### config.mk
export PLATFORM = sky130hd
export DESIGN_NAME = tlb_way
export DESIGN_NICKNAME = d
export VERILOG_FILES = /design/src/hw/tlb_pkg.sv /design/src/hw/tlb_way.sv
export SDC_FILE = /design/constraint.sdc
export NUM_CORES = 2
export LEC_CHECK = 0
export BUFFER_PORTS_ARGS = -buffer_cell sky130_fd_sc_hd__buf_4
export CAP_MARGIN = 20
export CORE_MARGIN = 10
export CORE_UTILIZATION = 40
export DETAILED_ROUTE_END_ITERATION = 8
export PLACE_DENSITY = 0.58
export SLEW_MARGIN = 10
export SYNTH_ARGS = -nofsm -noshare
export SYNTH_HDL_FRONTEND = slang
export SYNTH_SLANG_ARGS = --single-unit
### constraint.sdc
create_clock -name clk -period 12.5 [get_ports clk]
set_clock_uncertainty 0.15 [all_clocks]
set_input_delay 2.5 -clock clk [delete_from_list [all_inputs] [get_ports clk]]
set_output_delay 2.5 -clock clk [all_outputs]
set_load 0.005 [all_outputs]
### src/hw/tlb_pkg.sv
package tlb_pkg;

	// ==============================
	// Sizes
	// ==============================
	localparam int TLB_SETS = 32;	// Sets per way
	localparam int TLB_ASSOC = 4;	// Number of ways
	localparam int SET_BITS = 5;	// Set index width
	localparam int WAY_BITS = 2;	// Way number width used for the victim
	localparam int LOG_PAGESIZE = 12;	// 4 KB pages
	localparam int VADR_W = 32;
	localparam int PADR_W = 32;
	localparam int ASID_W = 8;
	localparam int ID_W = 4;
	// The tag is the virtual page number above the set index
	localparam int TAG_W = VADR_W - LOG_PAGESIZE - SET_BITS;
	localparam int PPN_W = PADR_W - LOG_PAGESIZE;	// Physical page number

	// ==============================
	// Entry and port structs
	// ==============================
	// One translation entry as stored in a way
	typedef struct packed {
		logic valid;	// Entry holds a translation
		logic glb;	// Global page matches any address space
		logic nru;	// Set when the entry was used recently
		logic [ASID_W-1:0] asid;
		logic [SET_BITS-1:0] vset;	// Set the virtual page selects, used by the fill
		logic [TAG_W-1:0] tag;
		logic [PPN_W-1:0] ppn;
	} tlb_entry_t;

	typedef struct packed {
		logic [ID_W-1:0] id;	// Request id echoed in the response
		logic [ASID_W-1:0] asid;
		logic [VADR_W-1:0] vadr;
	} lookup_req_t;

	// A response carries the virtual address too so a miss can be reported
	typedef struct packed {
		logic [ID_W-1:0] id;
		logic hit;
		logic [PADR_W-1:0] padr;
		logic [ASID_W-1:0] asid;
		logic [VADR_W-1:0] vadr;
	} lookup_rsp_t;

	// Write broadcast from the fill controller to all ways
	typedef struct packed {
		logic [SET_BITS-1:0] set;
		logic [TLB_ASSOC-1:0] we;	// One write enable per way
		tlb_entry_t [TLB_ASSOC-1:0] entry;	// Each way picks its own slot
	} way_wr_t;

	// Fill controller states
	typedef enum logic [2:0] {
		CLEAR,	// Wipe one set per cycle after reset
		IDLE,
		DRAIN,	// Let in-flight NRU write-backs land
		READ,
		PICK,
		WRITE,
		ACK
	} fill_state_e;

endpackage

### src/hw/tlb_way.sv
`timescale 1ns/1ps

module tlb_way #(
	parameter int way_no = 0	// Slot of this way in the write broadcast
) (
	input logic clk,
	input logic nru_reset,
	input tlb_pkg::lookup_req_t lookup_i,
	input logic lookup_v_i,	// Accepted lookup
	input logic [tlb_pkg::SET_BITS-1:0] rd_set_i,
	input logic rd_v_i,
	input tlb_pkg::way_wr_t wr_i,
	output tlb_pkg::tlb_entry_t entry_o,
	output logic hit_o
);

	tlb_pkg::tlb_entry_t mem [tlb_pkg::TLB_SETS];	// Entry storage
	tlb_pkg::tlb_entry_t entry_q;	// Registered read data
	tlb_pkg::tlb_entry_t wb_entry;	// Hit entry with its NRU bit set
	tlb_pkg::lookup_req_t lkp_q;	// Request stage
	tlb_pkg::lookup_req_t cmp_q;	// Stage beside the read entry
	logic lkp_v_q;
	logic cmp_v_q;
	logic [tlb_pkg::SET_BITS-1:0] rd_addr;
	logic [tlb_pkg::SET_BITS-1:0] cmp_set;
	logic [tlb_pkg::TAG_W-1:0] cmp_tag;
	logic wb;

	// ==============================
	// Lookup pipeline
	// ==============================
	always_ff @(posedge clk)
	begin
		if (nru_reset)
		begin
			lkp_v_q <= 1'b0;
			cmp_v_q <= 1'b0;
		end
		else
		begin
			lkp_v_q <= lookup_v_i;
			cmp_v_q <= lkp_v_q;
		end
		lkp_q <= lookup_i;
		cmp_q <= lkp_q;	// Moves along with the memory read
	end

	// The fill controller only reads once the lookup pipe has drained
	always_comb
		rd_addr = rd_v_i ? rd_set_i :
			lkp_q.vadr[tlb_pkg::LOG_PAGESIZE +: tlb_pkg::SET_BITS];

	always_comb
	begin
		cmp_set = cmp_q.vadr[tlb_pkg::LOG_PAGESIZE +: tlb_pkg::SET_BITS];
		cmp_tag = cmp_q.vadr[tlb_pkg::VADR_W-1 -: tlb_pkg::TAG_W];
	end

	// ==============================
	// Compare
	// ==============================
	// Global pages ignore the address space id
	always_comb
		hit_o = cmp_v_q && entry_q.valid && (entry_q.tag == cmp_tag) &&
			(entry_q.glb || (entry_q.asid == cmp_q.asid));

	assign entry_o = entry_q;

	// Only write back when the bit actually changes
	always_comb
	begin
		wb = hit_o && !entry_q.nru;
		wb_entry = entry_q;
		wb_entry.nru = 1'b1;
	end

	// ==============================
	// Memory
	// ==============================
	always_ff @(posedge clk)
	begin
		if (wr_i.we[way_no])	// Fill and clear writes take priority
			mem[wr_i.set] <= wr_i.entry[way_no];
		else if (wb)
			mem[cmp_set] <= wb_entry;
		entry_q <= mem[rd_addr];	// Read returns the data before this edge's write
	end

endmodule

Word-level counts from Yosys, hierarchy flattened
Memory sizes are Yosys's and may differ from the RTL's. A register that Yosys moved wholly into a read port is not among the register bits.
Index checks and enable logic that the tools add are counted.
{"block": "totals", "ff_bits": 82, "latchBits": 0, "ram_bits": 1632, "rom_bits": 0, "in_bits": 266, "output_inout_bits": 52, "word_cells": 25, "n_memories": 1}
{"block": "op_classes", "n_addsub": 0, "mul": 0, "div": 0, "n_lt_le_gt_ge": 0, "n_eq_ne": 2, "shift": 0, "muxes": 9, "bitwise_logic": 0, "reduce_logical": 7}
{"name": "mem", "depth": 32, "word_bits": 51, "read_ports": 1, "rd_ports_with_merged_regs": 1, "write_ports": 1, "line_no": "tlb_way.sv:17", "rtl": "tlb_pkg::tlb_entry_t mem [tlb_pkg::TLB_SETS];"}
{"op": "two-way mux 51 bit", "n": 1}
{"op": "OR reduction 51 bit", "n": 1}
{"op": "equality test 15 bit", "n": 1}
{"op": "two-way mux 5 bit", "n": 2}
{"op": "equality test 8 bit", "n": 1}
{"op": "two-way mux 1 bit", "n": 6}
{"op": "logical AND 1 bit", "n": 4}
{"op": "zero test 1 bit", "n": 1}
{"op": "logical OR 1 bit", "n": 1}

Logic depth before layout (Yosys ltp)
{"block": "logic_depth", "depth_word": 9, "depth_mapped": 10, "mapped_depth_nobuf": 5}

Least setup slack after synthesis
OpenSTA, ideal clock, no wires.
{"block": "synth_timing", "kind": "input -> register", "start": "input port wr_i[209] in the netlist's numbering", "end": "memory mem[19][0] in the netlist's numbering, enable pin", "setup_ps": 600, "arrival_time_ps": 8313, "t_required_ps": 11750, "slack_ps": 3438, "stages": 4, "n_path_buf": 1, "path_cell_list": "and3_1 > clkbuf_1 > a21oi_1 > o41ai_1"}
{"block": "synth_between", "elab_chain_len": 1}
{"element": "from (decl)", "line_no": "tlb_way.sv:12", "rtl": "input tlb_pkg::way_wr_t wr_i,"}
{"element": "two-way mux 5 bit (no line)"}
{"element": "to (decl)", "line_no": "tlb_way.sv:17"}
No other way between the ends.

Worst setup path after layout
{"block": "layout_timing", "start": "register, netlist name entry_o[41]", "end": "output port hit_o"}
{"block": "layout_between", "elab_chain_len": 3}
{"element": "equality test 8 bit", "line_no": "tlb_way.sv:65", "rtl": "(entry_q.glb || (entry_q.asid == cmp_q.asid));"}
{"element": "logical OR 1 bit", "line_no": "tlb_way.sv:65"}
{"element": "logical AND 1 bit", "line_no": "tlb_way.sv:64", "rtl": "hit_o = cmp_v_q && entry_q.valid && (entry_q.tag == cmp_tag) &&"}
{"element": "to (decl)", "line_no": "tlb_way.sv:14", "rtl": "output logic hit_o"}
No other way between the ends.

==> impl_metrics.ini <==
[clock_tree]
cts_buffer_depth = 3
clock_tree.root_cell = clkbuf_16
path_clk_slew_ps = 60
cts.repair_timing.setup_buffer_count = 0
cts.hold.buffers_added = 0
h-tree-depth = 4
tritoncts = yes
numClockSinks = 1741
postCtsResizedCells = 0
cts_made_buffers = 172
clk-insertion-delay-late_ps = 800

[hold_path]
worst_hold_path.endpoint = cmp_q[29]
hp-class = reg -> reg
hp-start = lkp_q[29]
whs_path_depth = 0

[sta]
timing_hold_violations_final = 0
final_period_minus_worst_setup_slack_ps = 5759
max_freq_mhz = 173.6
maxSlewViolCount = 0
period_share = 0.4607
slew-limit-headroom = 0.2998
whs_ps = 173.4
grt_setup_unrepaired = no
fin_setup_tns_ps = 0
setup_viol = 0
setup_ws_ps = 6741
worstMarginPinSlew_ps = 1046

[synthesis]
synth_ff_type = edfxtp_1
syn_inst = 4541
synthesis.area_per_instance_um2 = 14.60
seq_area_frac_synth = 0.7720
ys.warnings.count = 0
synth.ff_latch_count = 1741
synth_area_mm2 = 0.06630
synth-edff-count = 1632
synthArstFlopShare = 0
ys_types = 43
yosysTopAreaCellShare = 0.7391
synth_fp_nets = 4807
synth_area_leader_cell = edfxtp_1
synth.top_cells.by_area = edfxtp_1 74%, nand2_1 7.1%, dfxtp_1 3.3%

[global_routing]
grt_overflow = 0
grt_max_degree = 148
antenna_found_initial = 6
grt_pass1_wl_um = 260700
grt.total_usage = 0.1929
grt_pass1_vias = 37740

[pwr]
p_leak_nw = 24.96
part_of_the_power_in_combinational_logic = 0.062
total_switching_power_mw = 2.770
power.ir.vdd_worst_mv = 0.1244
p_clk_frac = 0.409
power.density_cell_area_mw_per_mm2 = 163.2
sequential_power_share = 0.529
p_int_mw = 9.567
switching_share = 0.2245

[floorplan]
core_area_mm2 = 0.1648
design.portCount = 318
die-height_um = 427.1
rows = 149
initial_core_util = 0.4023
floorplan.die_area_mm2 = 0.1824
die_width_um = 427.1

[placed_design]
globalplace.congestion = 0.7667
port_buffers = 145
dpl_worst_slack_ps = 6025
hpwlAfterDp_um = 89620

[route]
route.detailed.drc = 0
avgRoutedWirePerCell_um = 25.66
first_pass_iters = 5
vias = 39110
drtAntennaViolNets = 0
wl_um = 179900
avgViaCountPerCell = 5.578
drt_first_iter_violations = 3931

[cells_and_area]
fillerInstances = 14430
syn2layout_area_growth_pct = 13.99
mostFrequentLayoutCell = edfxtp_1
proportion_of_layout_cells_with_a_drive_suffix_above_1 = 0.1201
layout.cells.most_common_list = 1,632 x edfxtp_1, 1,259 x nand2_1, 410 x nand3_1
final_net_count = 4942

[worst_setup_path]
cp_num_buf_inv = 1
critPathMaxStageDelay_ps = 710
worst-path-max-fanout = 11
critical_path.reg2reg.startpoint = entry_o[41]
critical_path.top_delay_family = simple AND/OR/NAND/NOR gates
timing.critical_path.from_type = register
regToRegEndpoint = mem[2][19]
startpoint = entry_o[41]
path_class = reg -> out
endpoint_kind = primary output
critical_path.slowest_cell = a41o_1
r2r.worst_path.cells = 6
critPathArrivalTime_ps = 3110
cp_cell_sequence = xor2_1 > nor4_1 > a41o_1 > and2_1 > buf_4
reg2reg_slack_ps = 7800
crit_required_ps = 9850

[run]
max_cap_viol = 0

[run_status]
status = complete, no violations
worst max-delay path by stage:
stage	end	depth (start not counted)
after floorplan	mem[19][0]	4
after global placement	entry_o[35]	8
after detailed placement	entry_o[35]	8
after CTS	hit_o	5
after global routing	hit_o	5
final	hit_o	5
power by group through the flow:
stage | clock network, mW | registers, mW | logic (mW)
after floorplan | 0 | 6.63 | 0.467
after global placement | 0 | 6.64 | 0.763
after detailed placement | 0 | 6.65 | 0.769
after CTS | 5.12 | 6.52 | 0.772
after global routing | 5.35 | 6.53 | 0.831
final | 5.05 | 6.52 | 0.766
flip-flops by register name, summed over array words and instances (netlist names):
signal   cells
cmp_v_q      1
entry_o     51
cmp_q       28
lkp_q       28
mem       1632
lkp_v_q      1
layout make-up:
class | instances | area (um^2) | area share
Antenna cell | 2 | 5.005 | 0.00006622
Clock inverter | 80 | 752.0 | 0.009949
Multi-Input combinational cell | 2511 | 14130 | 0.1870
Clock buffer | 238 | 4745 | 0.06277
Tap cell | 2189 | 2739 | 0.03624
Timing Repair Buffer | 245 | 2002 | 0.02649
Inverter | 5 | 18.77 | 0.0002483
Sequential cell | 1741 | 51190 | 0.6773
cells by family (layout without fill, tap and decap cells):
| group | Yosys count | count (layout) | share of synthesized area |
|---|---|---|---|
| other | 0 | 2 | 0 |
| DFF | 1741 | 1741 | 0.7720 |
| buffers and inverters | 289 | 568 | 0.02180 |
| xor gates and xnor gates | 23 | 23 | 0.003038 |
| muxes | 255 | 255 | 0.03963 |
| AOI/OAI and AO/OA | 450 | 450 | 0.05044 |
| and+or+nand+nor | 1783 | 1783 | 0.1131 |
metal layers:
layer | share of wire | wire length (um) | track usage
met1 | 0.41 | 74590 | 0.2565
met3 | 0.057 | 10260 | 0.02522
met2 | 0.50 | 89110 | 0.3240
met5 | 0 | 0 | 0
met4 | 0.033 | 5962 | 0.06978
metrics by stage:
stage | cell area [um^2] | instances | utilization | total power, mW
2_1_floorplan | 66300 | 4541 | - | 7.093
3_3_place_gp | 70020 | 6688 | 0.4249 | 7.405
3_5_place_dp | 70020 | 6688 | 0.4249 | 7.415
4_1_cts | 75520 | 7006 | 0.4582 | 12.41
5_1_grt | 75580 | 7011 | 0.4586 | 12.71
6_report | 75580 | 7011 | 0.4586 | 12.34
synth_stat cells, types with 4 or more instances:
cell type and instances:
mux2i_1 204, buf_6 17, nor3b_1 4, buf_1 20, and3_1 4, o21ai_0 18, dfxtp_1 109, inv_1 5
mux2_2 50, clkbuf_1 85, nand4b_1 7, nand2b_1 5, a21oi_1 9, nor4_1 60, buf_4 12, buf_2 150
nor3_1 4, edfxtp_1 1632, nand3_1 410, nand2_1 1259, o41ai_1 4, or2_2 5, nand4_1 4, xor2_1 21
a31oi_1 205, a32oi_1 205, nor2_1 10
(Power assumes the default switching activity.)
