**src/hw/tlb_pkg.sv**
```systemverilog
package tlb_pkg;

	// ==============================
	// Sizes
	// ==============================
	localparam int TLB_SETS = 32;	// Sets per way
	localparam int TLB_ASSOC = 4;	// Number of ways
	localparam int SET_BITS = 5;	// Set index width
	localparam int WAY_BITS = 2;	// Way number width used for the victim
	localparam int LOG_PAGESIZE = 12;	// 4 KB pages
	localparam int VADR_W = 32;
	localparam int PADR_W = 32;
	localparam int ASID_W = 8;
	localparam int ID_W = 4;
	// The tag is the virtual page number above the set index
	localparam int TAG_W = VADR_W - LOG_PAGESIZE - SET_BITS;
	localparam int PPN_W = PADR_W - LOG_PAGESIZE;	// Physical page number

	// ==============================
	// Entry and port structs
	// ==============================
	// One translation entry as stored in a way
	typedef struct packed {
		logic valid;	// Entry holds a translation
		logic glb;	// Global page matches any address space
		logic nru;	// Set when the entry was used recently
		logic [ASID_W-1:0] asid;
		logic [SET_BITS-1:0] vset;	// Set the virtual page selects, used by the fill
		logic [TAG_W-1:0] tag;
		logic [PPN_W-1:0] ppn;
	} tlb_entry_t;

	typedef struct packed {
		logic [ID_W-1:0] id;	// Request id echoed in the response
		logic [ASID_W-1:0] asid;
		logic [VADR_W-1:0] vadr;
	} lookup_req_t;

	// A response carries the virtual address too so a miss can be reported
	typedef struct packed {
		logic [ID_W-1:0] id;
		logic hit;
		logic [PADR_W-1:0] padr;
		logic [ASID_W-1:0] asid;
		logic [VADR_W-1:0] vadr;
	} lookup_rsp_t;

	// Write broadcast from the fill controller to all ways
	typedef struct packed {
		logic [SET_BITS-1:0] set;
		logic [TLB_ASSOC-1:0] we;	// One write enable per way
		tlb_entry_t [TLB_ASSOC-1:0] entry;	// Each way picks its own slot
	} way_wr_t;

	// Fill controller states
	typedef enum logic [2:0] {
		CLEAR,	// Wipe one set per cycle after reset
		IDLE,
		DRAIN,	// Let in-flight NRU write-backs land
		READ,
		PICK,
		WRITE,
		ACK
	} fill_state_e;

endpackage

```
**src/hw/tlb_fill_ctrl.sv**
```systemverilog
`timescale 1ns/1ps

module tlb_fill_ctrl (
	input logic clk,
	input logic nru_reset,
	input logic fill_req_i,
	input tlb_pkg::tlb_entry_t fill_entry_i,
	input tlb_pkg::tlb_entry_t [tlb_pkg::TLB_ASSOC-1:0] way_entry_i,
	output logic rdy_o,
	output logic fill_ack_o,
	output tlb_pkg::way_wr_t way_wr_o,
	output logic [tlb_pkg::SET_BITS-1:0] rd_set_o,
	output logic rd_v_o
);

	tlb_pkg::fill_state_e state_q;
	tlb_pkg::fill_state_e state_d;
	logic [tlb_pkg::SET_BITS-1:0] clr_cnt_q;	// Set being wiped in CLEAR
	logic drain_q;	// Second DRAIN cycle
	logic [tlb_pkg::WAY_BITS-1:0] victim_d;
	logic [tlb_pkg::WAY_BITS-1:0] victim_q;
	logic all_nru_d;
	logic all_nru_q;
	logic inv_found;	// Some way in the set is empty
	logic nru_found;	// Some valid way has its NRU bit clear

	// ==============================
	// Next state
	// ==============================
	always_comb
	begin
		state_d = state_q;
		case (state_q)
			tlb_pkg::CLEAR:
				if (&clr_cnt_q)	// Last set wiped
					state_d = tlb_pkg::IDLE;
			tlb_pkg::IDLE:
				if (fill_req_i)
					state_d = tlb_pkg::DRAIN;
			tlb_pkg::DRAIN:
				if (drain_q)
					state_d = tlb_pkg::READ;
			tlb_pkg::READ: state_d = tlb_pkg::PICK;
			tlb_pkg::PICK: state_d = tlb_pkg::WRITE;
			tlb_pkg::WRITE: state_d = tlb_pkg::ACK;
			tlb_pkg::ACK:
				if (!fill_req_i)	// Walker has seen the acknowledge
					state_d = tlb_pkg::IDLE;
			default: state_d = tlb_pkg::CLEAR;
		endcase
	end

	always_ff @(posedge clk)
	begin
		if (nru_reset)
		begin
			state_q <= tlb_pkg::CLEAR;
			clr_cnt_q <= '0;
			drain_q <= 1'b0;
		end
		else
		begin
			state_q <= state_d;
			if (state_q == tlb_pkg::CLEAR)
				clr_cnt_q <= clr_cnt_q + 1'b1;
			drain_q <= (state_q == tlb_pkg::DRAIN) ? ~drain_q : 1'b0;
		end
	end

	// ==============================
	// Victim choice
	// ==============================
	// An empty way wins, then the first way not used recently
	always_comb
	begin
		victim_d = '0;	// Way 0 when every NRU bit is set
		inv_found = 1'b0;
		nru_found = 1'b0;
		for (int w = 0; w < tlb_pkg::TLB_ASSOC; w++)
		begin
			if (!way_entry_i[w].valid && !inv_found)
			begin
				victim_d = w[tlb_pkg::WAY_BITS-1:0];
				inv_found = 1'b1;
			end
		end
		for (int w = 0; w < tlb_pkg::TLB_ASSOC; w++)
		begin
			if (!inv_found && !nru_found && !way_entry_i[w].nru)
			begin
				victim_d = w[tlb_pkg::WAY_BITS-1:0];
				nru_found = 1'b1;
			end
		end
		all_nru_d = !inv_found && !nru_found;	// Others get their NRU bits cleared
	end

	always_ff @(posedge clk)
	begin
		if (state_q == tlb_pkg::PICK)
		begin
			victim_q <= victim_d;
			all_nru_q <= all_nru_d;
		end
	end

	// ==============================
	// Way writes
	// ==============================
	always_comb
	begin
		way_wr_o = '0;	// Idle default with no write enables
		case (state_q)
			tlb_pkg::CLEAR:
			begin
				way_wr_o.set = clr_cnt_q;
				way_wr_o.we = '1;	// All-invalid entry into every way
			end
			tlb_pkg::WRITE:
			begin
				way_wr_o.set = fill_entry_i.vset;
				// The set was reread in PICK so these are still current
				for (int w = 0; w < tlb_pkg::TLB_ASSOC; w++)
				begin
					way_wr_o.entry[w] = way_entry_i[w];
					way_wr_o.entry[w].nru = 1'b0;
				end
				if (all_nru_q)
					way_wr_o.we = '1;
				way_wr_o.entry[victim_q] = fill_entry_i;
				way_wr_o.entry[victim_q].nru = 1'b1;	// New entry counts as used
				way_wr_o.we[victim_q] = 1'b1;
			end
			default: way_wr_o = '0;
		endcase
	end

	// Read port is ours in READ and PICK so the entries stay put until WRITE
	assign rd_v_o = (state_q == tlb_pkg::READ) || (state_q == tlb_pkg::PICK);
	assign rd_set_o = fill_entry_i.vset;	// Walker holds the entry stable
	assign rdy_o = (state_q == tlb_pkg::IDLE) || (state_q == tlb_pkg::ACK);
	assign fill_ack_o = (state_q == tlb_pkg::ACK);	// Entry is written on entry to ACK

endmodule

```
**config.mk**
```make
export PLATFORM = sky130hd
export DESIGN_NAME = tlb_fill_ctrl
export DESIGN_NICKNAME = d
export VERILOG_FILES = /design/src/hw/tlb_pkg.sv /design/src/hw/tlb_fill_ctrl.sv
export SDC_FILE = /design/constraint.sdc
export NUM_CORES = 1
export LEC_CHECK = 0
export ABC_AREA = 1
export BUFFER_PORTS_ARGS = -buffer_cell sky130_fd_sc_hd__buf_2
export CORE_AREA = 2 2 188 190
export CTS_CLUSTER_DIAMETER = 80
export DETAILED_ROUTE_END_ITERATION = 16
export DIE_AREA = 0 0 190 192
export PLACE_DENSITY = 0.45
export SETUP_SLACK_MARGIN = 0.4
export SLEW_MARGIN = 40
export SYNTH_ARGS = -nofsm -noshare
export SYNTH_HDL_FRONTEND = slang
export SYNTH_SLANG_ARGS = --single-unit
```
**constraint.sdc**
```tcl
create_clock -name clk -period 2.63 [get_ports clk]
set_clock_uncertainty 0.1 [all_clocks]
set_input_delay 0.3945 -clock clk [delete_from_list [all_inputs] [get_ports clk]]
set_output_delay 0.3945 -clock clk [all_outputs]
set_load 0.01 [all_outputs]
```
## After elaboration in Yosys (flattened, before gate mapping)

Cells that the tools add are included.

| cells by class | value |
|---|---|
| reductions and logical operators | 33 |
| muxes and demuxes | 31 |
| add/subtract/negate cells | 1 |
| eq/ne operators | 10 |
| bitwise gates (word level) | 3 |
| $lt $le $gt $ge | 2 |

Operators by type and width:

| kind | number |
|---|---|
| bitwise mux 204 bit | 2 |
| demux 51 bit (select 2 bit) | 2 |
| two-way mux 204 bit | 1 |
| two-way mux 51 bit | 1 |
| two-way mux 49 bit | 1 |
| one-hot mux 3 bit (7 select lines) | 1 |
| one-hot mux 9 bit (2 select lines) | 1 |
| logical NOT 1 bit | 14 |
| logical AND 1 bit | 12 |
| two-way mux 3 bit | 4 |
| two-way mux 1 bit | 11 |
| == test 3 bit, second input constant | 3 |
| two-way mux 2 bit | 4 |
| two-way mux 4 bit | 2 |
| inequality test 2 bit, second input constant | 4 |
| == test 3 x 2 -> 1 bit, second input constant | 2 |
| adder 5 x 1 -> 5 bit, second input constant | 1 |
| AND reduction 5 bit | 1 |
| bitwise OR 4 bit | 1 |
| AND reduction 4 bit | 1 |
| OR reduction 2 bit | 2 |
| == test 3 x 1 -> 1 bit, second input constant | 1 |
| logical NOT 3 bit | 1 |
| less-than comparator 2 x 3 -> 1 bit, second input constant | 1 |
| 4 further kinds | 6 |

| storage, ports and cells | value |
|---|---|
| word-level logic and storage cells | 86 |
| output and inout port bits | 221 |
| register bits | 12 |
| input port bits | 258 |

## Longest topological paths before layout

| logic depth | value |
|---|---|
| depth after elaboration | 26 |
| mapped depth | 11 |
| depth with buffers taken out | 11 |

## Worst setup path before layout

OpenSTA, ideal clock, no wires.

| path | value |
|---|---|
| path type | reg-to-output |
| start | register victim_q[0] (netlist bit) |
| end | output port way_wr_o[170] (netlist bit) |
| required time | 2.135 ns |
| stages on the path, launching flop included | 6 |
| slack | 0.853 ns |
| path buffers | 2 |
| arrival time | 1.283 ns |
| path through | edfxtp_1 -> nand2_1 -> buf_2 -> buf_2 -> nand2_1 -> a21oi_1 |

RTL lines:

| what | line | RTL |
|---|---|---|
| start, declared | tlb_fill_ctrl.sv:21 | `logic [tlb_pkg::WAY_BITS-1:0] victim_q;` |
| start signal, assigned | tlb_fill_ctrl.sv:102 | `victim_q <= victim_d;` |
| end, declared | tlb_fill_ctrl.sv:11 | `output tlb_pkg::way_wr_t way_wr_o,` |

==> flow_metrics.py <==
metrics = {
    "cts": {
        "cts_buffer_depth": 2,
        "htreeDepth": 1,
        "cts_sinks": 12,
        "ctsHoldBuffers": 0,
        "clk_pin_slew_ps": 40,
        "cts_buffers": 3,
        "clock_latency_ps": 240,
        "cts-root-buf": "clkbuf_16",
        "cts_tree": "built",
    },
    "timing": {
        "slew_headroom_pct": 75.0,
        "clock.fmax_mhz": 450,
        "maxSlewViolCount": 0,
        "setup_viol": 0,
        "rsz0062_at_grt": "yes",
        "worst_pin_slew_ps": 375,
        "fin_tns_setup_ps": 0,
        "fin_crit_ps": 2220,
        "fin_crit_sh_pct": 84.5,
        "hold_violations": 0,
    },
    "finish": {
        "final_cell_mix": "buf_2, nand2_1, a21oi_1, nor2_1",
        "layout_commonest_cell": "buf_2",
        "area_growth_pct": 104,
        "drive_gt1_share_pct": 47.0,
        "n_antenna_cell": 0,
        "n_fill_cell": 4025,
        "fin_util_pct": 21.8,
        "multi_input_area_sq_mm": 0.00309,
        "finalNetCount": 1517,
        "sequential_cell_area_sq_um": 273,
    },
    "placed_design": {
        "portBuffers": 477,
        "dp_hpwl_um": 20800,
        "gp_congestion": 0.796,
    },
    "route": {
        "wl_per_cell_um": 20.1,
        "drt_first_pass_iters": 5,
        "wirelength_um": 34300,
        "ant_nets": 0,
        "drc": 0,
        "post_drt_via_cell_ratio": 4.24,
        "vias": 7247,
        "drt_iter0_markers": 355,
    },
    "power": {
        "pwr-share-seq_pct": 14.1,
        "ir_worst_vdd_mv": 0.285,
        "swShare_pct": 49.9,
        "comb_power_share_pct": 72.7,
        "powerDensity_mw_per_mm2": 280,
        "internal-power_mw": 1.05,
        "clkPwrFrac_pct": 13.2,
        "leakagePower_nw": 4.31,
        "switching_power_mw": 1.05,
    },
    "global_routing": {
        "antenna_found_initial": 1,
        "grtUsageTotal_pct": 14.3,
        "grt_pass1_wl_um": 39300,
        "gr-total-overflow": 0,
        "grt_pass1_vias": 6316,
        "grt_start_max_net_pins": 49,
    },
    "synth": {
        "syn_area_per_cell_sq_um": 4.69,
        "ys_seq_area_share_pct": 7.37,
        "synth_cell_types": 25,
        "synth.net_count": 1042,
        "netlist_area_sq_mm": 0.00367,
        "ys_seq_elements": 12,
        "syn_inst": 782,
        "yosysWarnings": 0,
    },
    "floorplanning": {
        "die_area_sq_mm": 0.0365,
        "ios": 479,
        "die_y_um": 192,
        "core_sq_mm": 0.0343,
        "start_util_pct": 10.7,
        "die-width_um": 190,
        "rows": 68,
    },
    "flow_run": {
        "maxCapViolCount": 0,
    },
    "critical_path": {
        "critPathMaxFanout": 12,
        "critPathCaptureType": "output pin",
        "arrival_ps": 1730,
        "crit_path_start_kind": "register",
        "critical_path_required_ps": 2140,
        "crit_type": "register to output pin",
    },
    "status": {
        "status": "finished, final reports clean",
    },
    "worst_hold_path": {
        "hold_class": "input port to register",
    },
}
## state kept, by name (all words and copies together) (netlist names)
register   cells
clr_cnt_q      5
state_q        3
victim_q       2
all_nru_q      1
drain_q        1
## synth_stat cells
cell	instances	area [sq um]
a21oi_1	191	956
nand4_1	2	12.5
buf_2	37	185
a31oi_1	1	6.26
clkbuf_1	19	71.3
dfxtp_1	9	180
o22ai_1	2	12.5
inv_1	20	75.1
nand2_1	397	1490
edfxtp_1	3	90.1
o211ai_1	1	7.51
nand2_4	1	11.3
a21oi_2	10	87.6
o21bai_1	1	7.51
nor3_1	4	20.0
o21ai_0	25	125
inv_2	7	26.3
buf_6	1	11.3
buf_4	12	90.1
ha_1	2	25.0
nor2_4	3	33.8
a22o_1	1	8.76
o21ai_1	1	5.00
nor2_1	26	97.6
nand3_1	6	30.0
## worst max-delay path, stage by stage (launching register included)
cell and delay [ps]:
edfxtp_1 410, buf_6 150, nor2_4 190, buf_6 180
clkbuf_16 180, nand2_1 60, a21oi_1 140, buf_2 160
## repair_timing
item	4_1_cts	5_1_grt
buffers inserted	8	14
pin swaps	3	13
gates resized for setup	26	47
hold endpoints to repair	0	0
gates cloned	5	17
setup endpoints to repair	202	173
## layer usage
metal | global-route usage (%) | wire length (um)
met5 | 0 | 13
met2 | 25.9 | 16700
met3 | 1.44 | 2340
met4 | 2.98 | 674
met1 | 18.1 | 14600
## area by class of cell
class / count / area share [%]
tap: 455 / 7.61
sequential: 12 / 3.64
clock inverter: 1 / 0.0502
inverter: 27 / 1.72
clock buffer: 3 / 1.00
timing repair buffer: 536 / 44.7
multi-input combinational: 677 / 41.3
## path summary, 6_finish.rpt
path / startpoint / to / slack [ps] / cells past startpoint
worst max-delay path: victim_q[1]$_SDFFCE_PP1P_ / way_wr_o[39] / 410 / 7
worst min-delay path: nru_reset / state_q[2]$_SDFFE_PP0P_ / 260 / 2
worst max register to register: clr_cnt_q[1]$_SDFFE_PP0N_ / state_q[0]$_SDFFE_PP0P_ / 1010 / 11
worst min register to register: clr_cnt_q[2]$_SDFFE_PP0N_ / clr_cnt_q[2]$_SDFFE_PP0N_ / 380 / 1
## power by group through the flow
stage,clock network [mW],registers (mW),logic [mW]
floorplan,0,0.276,0.648
global placement,0,0.291,1.22
detailed placement,0,0.292,1.23
CTS,0.282,0.295,1.32
global route,0.292,0.303,1.67
finish,0.278,0.297,1.53
## logic make-up after synthesis
group | after synthesis | synth area share, %
flip-flops | 12 | 7.37
adder cells (fa/ha/maj) | 2 | 0.682
AND/OR/NAND/NOR | 439 | 46.2
AO/OA/AOI/OAI | 233 | 33.2
buffers and inverters | 96 | 12.5
## stage by stage
step / std cells / cell area, sq um / worst slack [ps] / hold slack [ps] / total power, mW
final: 1711 / 7480 / 409 / 259 / 2.10
after global routing: 1711 / 7480 / 322 / 276 / 2.27
after CTS: 1680 / 6850 / 338 / 266 / 1.90
after detailed placement: 1663 / 6510 / 391 / 365 / 1.52
after global placement: 1663 / 6510 / 413 / 357 / 1.51
after floorplan: 782 / 3670 / 853 / 334 / 0.924
Power figures use the tool's default switching activity.
