$ cat src/hw/tlb_pkg.sv
package tlb_pkg;

	// ==============================
	// Sizes
	// ==============================
	localparam int TLB_SETS = 32;	// Sets per way
	localparam int TLB_ASSOC = 4;	// Number of ways
	localparam int SET_BITS = 5;	// Set index width
	localparam int WAY_BITS = 2;	// Way number width used for the victim
	localparam int LOG_PAGESIZE = 12;	// 4 KB pages
	localparam int VADR_W = 32;
	localparam int PADR_W = 32;
	localparam int ASID_W = 8;
	localparam int ID_W = 4;
	// The tag is the virtual page number above the set index
	localparam int TAG_W = VADR_W - LOG_PAGESIZE - SET_BITS;
	localparam int PPN_W = PADR_W - LOG_PAGESIZE;	// Physical page number

	// ==============================
	// Entry and port structs
	// ==============================
	// One translation entry as stored in a way
	typedef struct packed {
		logic valid;	// Entry holds a translation
		logic glb;	// Global page matches any address space
		logic nru;	// Set when the entry was used recently
		logic [ASID_W-1:0] asid;
		logic [SET_BITS-1:0] vset;	// Set the virtual page selects, used by the fill
		logic [TAG_W-1:0] tag;
		logic [PPN_W-1:0] ppn;
	} tlb_entry_t;

	typedef struct packed {
		logic [ID_W-1:0] id;	// Request id echoed in the response
		logic [ASID_W-1:0] asid;
		logic [VADR_W-1:0] vadr;
	} lookup_req_t;

	// A response carries the virtual address too so a miss can be reported
	typedef struct packed {
		logic [ID_W-1:0] id;
		logic hit;
		logic [PADR_W-1:0] padr;
		logic [ASID_W-1:0] asid;
		logic [VADR_W-1:0] vadr;
	} lookup_rsp_t;

	// Write broadcast from the fill controller to all ways
	typedef struct packed {
		logic [SET_BITS-1:0] set;
		logic [TLB_ASSOC-1:0] we;	// One write enable per way
		tlb_entry_t [TLB_ASSOC-1:0] entry;	// Each way picks its own slot
	} way_wr_t;

	// Fill controller states
	typedef enum logic [2:0] {
		CLEAR,	// Wipe one set per cycle after reset
		IDLE,
		DRAIN,	// Let in-flight NRU write-backs land
		READ,
		PICK,
		WRITE,
		ACK
	} fill_state_e;

endpackage

$ cat src/hw/tlb_adr_mux.sv
`timescale 1ns/1ps

module tlb_adr_mux (
	input logic clk,
	input logic nru_reset,
	input logic paging_en_i,
	input tlb_pkg::lookup_req_t req_i,
	input logic req_v_i,
	input tlb_pkg::tlb_entry_t [tlb_pkg::TLB_ASSOC-1:0] entry_i,
	input logic [tlb_pkg::TLB_ASSOC-1:0] hit_i,
	output tlb_pkg::lookup_rsp_t rsp_o,
	output logic rsp_v_o
);

	tlb_pkg::lookup_req_t req_q;	// Accepted request
	tlb_pkg::lookup_req_t mem_q;	// Lines up with the entries out of the ways
	tlb_pkg::lookup_rsp_t rsp_d;
	logic req_v_q;
	logic mem_v_q;
	logic [tlb_pkg::PPN_W-1:0] ppn;	// Page number of the hitting way

	// ==============================
	// Request stages
	// ==============================
	always_ff @(posedge clk)
	begin
		if (nru_reset)
		begin
			req_v_q <= 1'b0;
			mem_v_q <= 1'b0;
		end
		else
		begin
			req_v_q <= req_v_i;
			mem_v_q <= req_v_q;
		end
		req_q <= req_i;
		mem_q <= req_q;
	end

	// ==============================
	// Address formation
	// ==============================
	always_comb
	begin
		ppn = '0;
		// At most one way hits so an OR of the gated page numbers is enough
		for (int w = 0; w < tlb_pkg::TLB_ASSOC; w++)
		begin
			if (hit_i[w])
				ppn = ppn | entry_i[w].ppn;
		end
		rsp_d.id = mem_q.id;
		rsp_d.asid = mem_q.asid;
		rsp_d.vadr = mem_q.vadr;	// Kept for miss reporting
		if (!paging_en_i)
		begin
			rsp_d.hit = 1'b1;	// Untranslated pass-through
			rsp_d.padr = mem_q.vadr;
		end
		else if (|hit_i)
		begin
			rsp_d.hit = 1'b1;
			rsp_d.padr = {ppn, mem_q.vadr[tlb_pkg::LOG_PAGESIZE-1:0]};
		end
		else
		begin
			rsp_d.hit = 1'b0;	// Miss
			rsp_d.padr = '0;
		end
	end

	// Response register
	always_ff @(posedge clk)
	begin
		if (nru_reset)
			rsp_v_o <= 1'b0;
		else
			rsp_v_o <= mem_v_q;	// One cycle wide, no back-pressure
		if (mem_v_q)
			rsp_o <= rsp_d;
	end

endmodule

$ cat config.mk
export PLATFORM = sky130hd
export DESIGN_NAME = tlb_adr_mux
export DESIGN_NICKNAME = d
export VERILOG_FILES = /design/src/hw/tlb_pkg.sv /design/src/hw/tlb_adr_mux.sv
export SDC_FILE = /design/constraint.sdc
export NUM_CORES = 1
export LEC_CHECK = 0
export ABC_AREA = 1
export ABC_CLOCK_PERIOD_IN_PS = 4800
export BUFFER_PORTS_ARGS = -buffer_cell sky130_fd_sc_hd__clkbuf_2
export CORE_AREA = 2 2 131 133
export CTS_BUF_LIST = sky130_fd_sc_hd__clkbuf_16
export DETAILED_ROUTE_END_ITERATION = 8
export DIE_AREA = 0 0 133 135
export GPL_TIMING_DRIVEN = 0
export PLACE_DENSITY_LB_ADDON = 0.3
export SETUP_SLACK_MARGIN = 0.4
export SLEW_MARGIN = 20
export SYNTH_ARGS = -nofsm -noshare
export SYNTH_HDL_FRONTEND = slang
export SYNTH_SLANG_ARGS = --single-unit
$ cat constraint.sdc
create_clock -name clk -period 4.8 [get_ports clk]
set_input_delay 0.72 -clock clk [delete_from_list [all_inputs] [get_ports clk]]
set_output_delay 0.72 -clock clk [all_outputs]
set_load 0.03 [all_outputs]
# --- Yosys cells after proc, flatten, opt, wreduce, memory -nomap -nowiden ---
# Cells that the tools add are included.
classes:
  reduce_logical: 1
  n_mux: 6
  n_bitwise: 3
ops:
  columns: ["cell", "count"]
  rows:
  - ["$mux 20", 4]
  - ["$or 20x20->20", 3]
  - ["$mux 33", 1]
  - ["$mux 32", 1]
  - ["$reduce_or 4->1", 1]
word_totals:
  word_cells: 24
  ff_bits: 168
  inputBits: 256
  out_inout_bits: 78

# --- Depth between registers and ports, before layout ---
# Gate-level depths: netlist of run 1.
depth:
  ltp_word: 9
  mapped_depth: 5
  ltp_nobuf: 4

# --- Worst setup path after synthesis of run 1 ---
# OpenSTA, ideal clock, no wires.
synth_timing:
  path_kind: "register to register"
  from: "register mem_v_q"
  to: "register rsp_o[0] (netlist bit) (enable)"
  arrival_ns: 1.971
  slack_ns: 2.387
  required_time_ns: 4.358
  setup_time_ns: 0.442
  stages_incl_launch_ff: 1
  path_buffers: 0
  synth_period_minus_slack_ns: 2.413
  path_cell_list: "dfxtp_1"
synth_rtl:
  columns: ["item", "line_no", "rtl"]
  rows:
  - ["start, declared", "tlb_adr_mux.sv:19", "logic mem_v_q;"]
  - ["start signal, assigned", "tlb_adr_mux.sv:35", "mem_v_q <= req_v_q;"]
  - ["end signal, assigned", "tlb_adr_mux.sv:81", "rsp_o <= rsp_d;"]
  - ["end, declared", "tlb_adr_mux.sv:11", "output tlb_pkg::lookup_rsp_t rsp_o,"]
# No word-level cell between the ends.

# --- Worst setup path in the final report of run 1 ---
layout_timing:
  from: "register rsp_o[21] (netlist bit)"
  to: "output port rsp_o[21] (netlist bit)"
# No word-level cell between the ends.

==> reports/results.ini, run 1 <==
[worst_setup_path]
cp-startpoint = rsp_o[21]
crit_chain = clkbuf_2
ff2ff_path_depth = 1
critPathKind = flop to output port
worstReg2RegStart = mem_v_q
reg2reg_to = rsp_o[20]
critical_path_depth = 1
crit_path_end_kind = output port
start_kind = flop
critPathMaxFanout = 1
r2r_slack_ns = 3.54
cp.arrival_ns = 1.02
max_stage_delay_ns = 0.41
cp_slowest_cell = edfxtp_1
worst_ep_required_time_ns = 4.08
cpLargestDelayFamily = flip-flops
cp-endpoint = rsp_o[21]
crit_buf_inv = 1

[finish]
nets = 880
drive_gt1_frac = 0.402
stdcell_count = 857
seq_area_um2 = 4140
multi_input_area_um2 = 774
post-route-util = 0.426
antenna_cells = 0
fillCellCount = 1587
finalInstanceArea_um2 = 6990
area.growth.synth_to_final_pct = 38.7

[pwr]
p_total_mw = 3.15
powerDensity_nw_per_um2 = 451
p_leak_nw = 3.34
vdd_drop_max_mv = 0.247

[synthesis]
yosys.cell_types.count = 10
synthSimpleGateAreaFrac = 0.134
synth_xor_area_frac = 0
syn-num-nets = 651
synth-compound-area-share = 0.0199
synth.area.mux_share = 0
synth_top_family_by_area = simple AND/OR/NAND/NOR gates
synth_seq_area_share = 0.820
yosys_warnings = 0
syn_area_um2 = 5040
ys_seq_elements = 168
synthAdderAreaFrac = 0
syn_avg_cell_area_um2 = 12.8
synthCells = 395

[clock_tree]
cts_setup_buffers = 0
clock_path_buffers = 2
cts_made_buffers = 17
clock-sinks = 168
cts.clk_slew.worst_paths_ns = 0.06
cts_tree = built
clk_latency_ns = 0.42
ctsHoldBuffers = 0
cts.root.buffer_cell = clkbuf_16
cts_resized = 0
cts_max_level = 4

[timing]
drv_slew = 0
finalHoldViolCount = 0
fin_ws_ns = 3.06
max_freq_ghz = 0.574
period_share = 0.363
finalCriticalPeriod_ns = 1.74
tightest_slew_ns = 0.385
rsz0062_at_grt = no
whs_ns = 0.326
final-setup-viol-count = 0
skew_ns = 0.00633
final.setup.tns_ns = 0
relSlewSlack = 0.744

[placed_design]
place_congestion = 0.793
place_inst = 825
dpl_cell_area_um2 = 6390
dp_slack_ns = 3.03
hpwl_um = 8820
port-buffer-count = 209

[global_routing]
overflow = 0
grt_max_degree = 53
antenna_found_initial = 3
grt_usage = 0.136
grt_pass1_vias = 3498
grt_first_pass_wirelength_um = 18100

[die]
pin_count = 334
die_area_um2 = 18000
start_util = 0.307
die_x_um = 133
rows = 47
coreArea_um2 = 16400
die_h_um = 135

[routing]
via_count = 3437
first_pass_iters = 4
routed_wl_um = 11900
drt_iter0_drc = 107
drcViolationCount = 0
ant_nets = 0
viasPerCell = 4.01
detail_route.wl_per_cell_um = 13.8

[job]
max_cap_viol_count = 0

[status]
outcome = complete, no violations

[hold_path]
min_path_type = flop to flop

## cell families after synthesis
logic type      count (synthesis)
compound gates                 20
buf+inv                        29
flops                         168
simple gates                  178
## sequential cells by signal (all words and copies together) (netlist names)
register  cells
mem_q        44
mem_v_q       1
req_q        44
req_v_q       1
rsp_o        77
rsp_v_o       1
## layout make-up
class                      count  area share
clock inverter                14      0.0213
multi-input combinational    198       0.111
buffer                        13      0.0102
inverter                      16     0.00859
sequential                   168       0.592
clock buffer                  18      0.0644
timing repair buffer         210       0.154
tap                          220      0.0394
## synthesized netlist by cell type
| library cell | n | area, um^2 |
|---|---|---|
| nand3_2 | 1 | 10.0 |
| nor2_1 | 5 | 18.8 |
| buf_2 | 12 | 60.1 |
| buf_6 | 1 | 11.3 |
| o21ai_0 | 5 | 25.0 |
| edfxtp_1 | 77 | 2310 |
| nand2_1 | 172 | 646 |
| dfxtp_1 | 91 | 1820 |
| o21ai_1 | 15 | 75.1 |
| inv_1 | 16 | 60.1 |
## per-layer routing
layer / vias to the layer above / wire length, um / track usage
li1: 1733 / - / -
met5: - / 37 / 0
met4: 6 / 107 / 0.0484
met2: 155 / 5030 / 0.199
met3: 15 / 1360 / 0.0751
met1: 1528 / 5320 / 0.170
## where the power goes
part / internal (mW) / switching, mW / leakage [nW] / total, mW
combinational: 0.0780 / 0.124 / 1.57 / 0.202
clock: 0.768 / 0.597 / 0.299 / 1.37
sequential: 1.56 / 0.0214 / 1.47 / 1.59
## worst min-delay path by stage
| stage | start | cells after the start | slack (ns) | end |
|---|---|---|---|---|
| floorplan | req_q[0] | 0 | 0.31 | mem_q[0] |
| global placement | req_q[16] | 0 | 0.31 | mem_q[16] |
| detailed placement | req_q[6] | 0 | 0.31 | mem_q[6] |
| CTS | req_q[20] | 0 | 0.33 | mem_q[20] |
| global route | req_q[30] | 0 | 0.33 | mem_q[30] |
| finish | req_q[25] | 0 | 0.33 | mem_q[25] |
## cell usage in the layout (no fill, tap or decap)
cell        netlist  routed
buf_16            0       1
nor2_1            5       5
buf_6             1       1
clkinv_2          0       1
o21ai_1          15      15
inv_6             0       4
clkbuf_16         0      18
nand3_2           1       1
o21ai_0           5       5
edfxtp_1         77      77
dfxtp_4           0       1
buf_2            12      12
inv_1            16      17
clkbuf_2          0     209
dfxtp_1          91      90
inv_8             0       4
nand2_1         172     172
inv_4             0       1
clkinvlp_4        0       1
bufinv_16         0       1
clkinv_8          0       1
Power figures use the tool's default switching activity.
==> run 2: changes to the inputs <==
--- a/config.mk
+++ b/config.mk
@@ -6,12 +6,12 @@
 export NUM_CORES = 1
 export LEC_CHECK = 0
 export ABC_AREA = 1
-export ABC_CLOCK_PERIOD_IN_PS = 4800
+export ABC_CLOCK_PERIOD_IN_PS = 1660
 export BUFFER_PORTS_ARGS = -buffer_cell sky130_fd_sc_hd__clkbuf_2
-export CORE_AREA = 2 2 131 133
+export CORE_AREA = 2 2 128 130
 export CTS_BUF_LIST = sky130_fd_sc_hd__clkbuf_16
 export DETAILED_ROUTE_END_ITERATION = 8
-export DIE_AREA = 0 0 133 135
+export DIE_AREA = 0 0 130 132
 export GPL_TIMING_DRIVEN = 0
 export PLACE_DENSITY_LB_ADDON = 0.3
 export SETUP_SLACK_MARGIN = 0.4
==> constraint.sdc (replaced) <==
create_clock -name clk -period 1.66 [get_ports clk]
set_input_delay 0.249 -clock clk [delete_from_list [all_inputs] [get_ports clk]]
set_output_delay 0.249 -clock clk [all_outputs]
set_load 0.03 [all_outputs]
==> run 2 against run 1 <==
Effect of this change: clock-buffer cell count decreased by 1; global-route usage up 0.95 points; die area shrank 4.4%; register-to-register slack got worse by 3.1 ns; clock power rose to 2.6 times the previous value; utilization increased by 5.5 points; largest power group unchanged.
==> reports/results.ini, run 2 (synthesis gave the netlist of run 1 again) <==
[job]
max_cap_viol_count = 0

[finish]
area.growth.synth_to_final_pct = 50.0
regMostFlops = rsp_o
final_common_cell = nand2_1
stdcell_count = 901
fillCellCount = 1455
nets = 926
mostFrequentLayoutCells = nand2_1, clkbuf_2, dfxtp_1
drive_gt1_frac = 0.372
reg_top3 = rsp_o: 77 flops, mem_q: 44 flops, req_q: 44 flops
largest_reg_flops = 77

[placed_design]
port-buffer-count = 209
place_inst = 820
place_congestion = 0.752
hpwl_um = 8730

[hold_path]
min_path_cells = 3
min_path_type = primary input to flop

[clock_tree]
cts_tree = built
cts.root.buffer_cell = clkbuf_16
clock_path_buffers = 2
clk_latency_ns = 0.41
cts_max_level = 4
cts.clk_slew.worst_paths_ns = 0.07
cts_made_buffers = 17
clock-sinks = 168

[global_routing]
antenna_found_initial = 4
grt_first_pass_wirelength_um = 18400
grt_max_degree = 40
grt_pass1_vias = 3655
grt_usage = 0.146
overflow = 0

[routing]
viasPerCell = 4.03
first_pass_iters = 4
drcViolationCount = 0
top_layer = met5
wl_met2_um = 5510
wl_met3_um = 1340
drt_iter0_drc = 116
routed_wl_um = 12400
wl_met1_um = 5330
ant_nets = 0
via_count = 3632
detail_route.wl_per_cell_um = 13.8

[worst_setup_path]
cpLargestDelayFamily = flip-flops
critPathMaxFanout = 1
crit_path_end_kind = output port
critPathKind = flop to output port
crit_chain = buf_8
critical_path_depth = 1
worst_ep_required_time_ns = 1.41
start_kind = flop
r2r_slack_ns = 0.47
max_stage_delay_ns = 0.42
cp.arrival_ns = 0.99
crit_buf_inv = 1
ff2ff_path_depth = 1
cp_slowest_cell = edfxtp_1

[pwr]
p_total_mw = 8.82
p_leak_nw = 3.56
vdd_drop_max_mv = 0.748
powerDensity_nw_per_um2 = 1170

[die]
die_area_um2 = 17200
start_util = 0.321
die_h_um = 132
pin_count = 334
rows = 46
coreArea_um2 = 15700
die_x_um = 130

[timing]
skew_ns = 0.00987
relSlewSlack = 0.746
whs_ns = 0.0228
final-setup-viol-count = 0
drv_slew = 0
period_share = 0.749
max_freq_ghz = 0.804
rsz0062_at_grt = yes
final.setup.tns_ns = 0
finalHoldViolCount = 0
finalCriticalPeriod_ns = 1.24
tightest_slew_ns = 0.381

[status]
outcome = complete, no violations

==> run 2: path summary, 6_finish.rpt <==
kind,to,start
worst max-delay path,rsp_o[42],rsp_o[42]
worst min-delay path,req_v_q,req_v_i
worst max register to register,rsp_o[16],mem_v_q
worst min register to register,mem_q[24],req_q[24]
==> run 2: metal layers <==
metal	vias up	global-route usage
met4	4	0.0544
met3	17	0.0755
met2	177	0.231
met1	1605	0.167
met5	-	0
li1	1829	-
==> run 2: repair_timing <==
| action | CTS | global route |
|---|---|---|
| buffers inserted | 2 | 0 |
| resized for setup | 14 | 112 |
| hold buffers | 45 | 0 |
| setup endpoints to repair | 87 | 53 |
| endpoints found under the hold margin | 45 | 0 |
==> run 2: area by class of cell <==
class                      instances  area, um^2  share of cell area
multi-input combinational        198         774               0.102
clock buffer                      17         425              0.0563
buffer                            13        71.3             0.00943
tap                              216         270              0.0357
timing repair buffer             256        1710               0.227
inverter                          16        60.1             0.00794
clock inverter                    15         104              0.0137
sequential                       168        4140               0.547
antenna                            2        5.00            0.000662
==> run 2: through the flow <==
step           area, um^2   util  worst slack [ns]
6_report             7560  0.481             0.416
5_1_grt              7560  0.481             0.364
4_1_cts              7440  0.474             0.386
2_1_floorplan        5040      -             0.458
3_5_place_dp         6360  0.405             0.152
3_3_place_gp         6360  0.405             0.203
==> run 2: power by group <==
| part | total, mW | internal, mW | switching [mW] |
|---|---|---|---|
| Combinational | 0.707 | 0.325 | 0.382 |
| Sequential | 4.59 | 4.52 | 0.0658 |
| Clock | 3.53 | 1.92 | 1.60 |
| Total | 8.82 | 6.77 | 2.05 |
==> run 2: worst min-delay path, cell delays in order <==
cell and delay [ns]:
clkbuf_2 0.08, inv_1 0.04, nor2_1 0.03
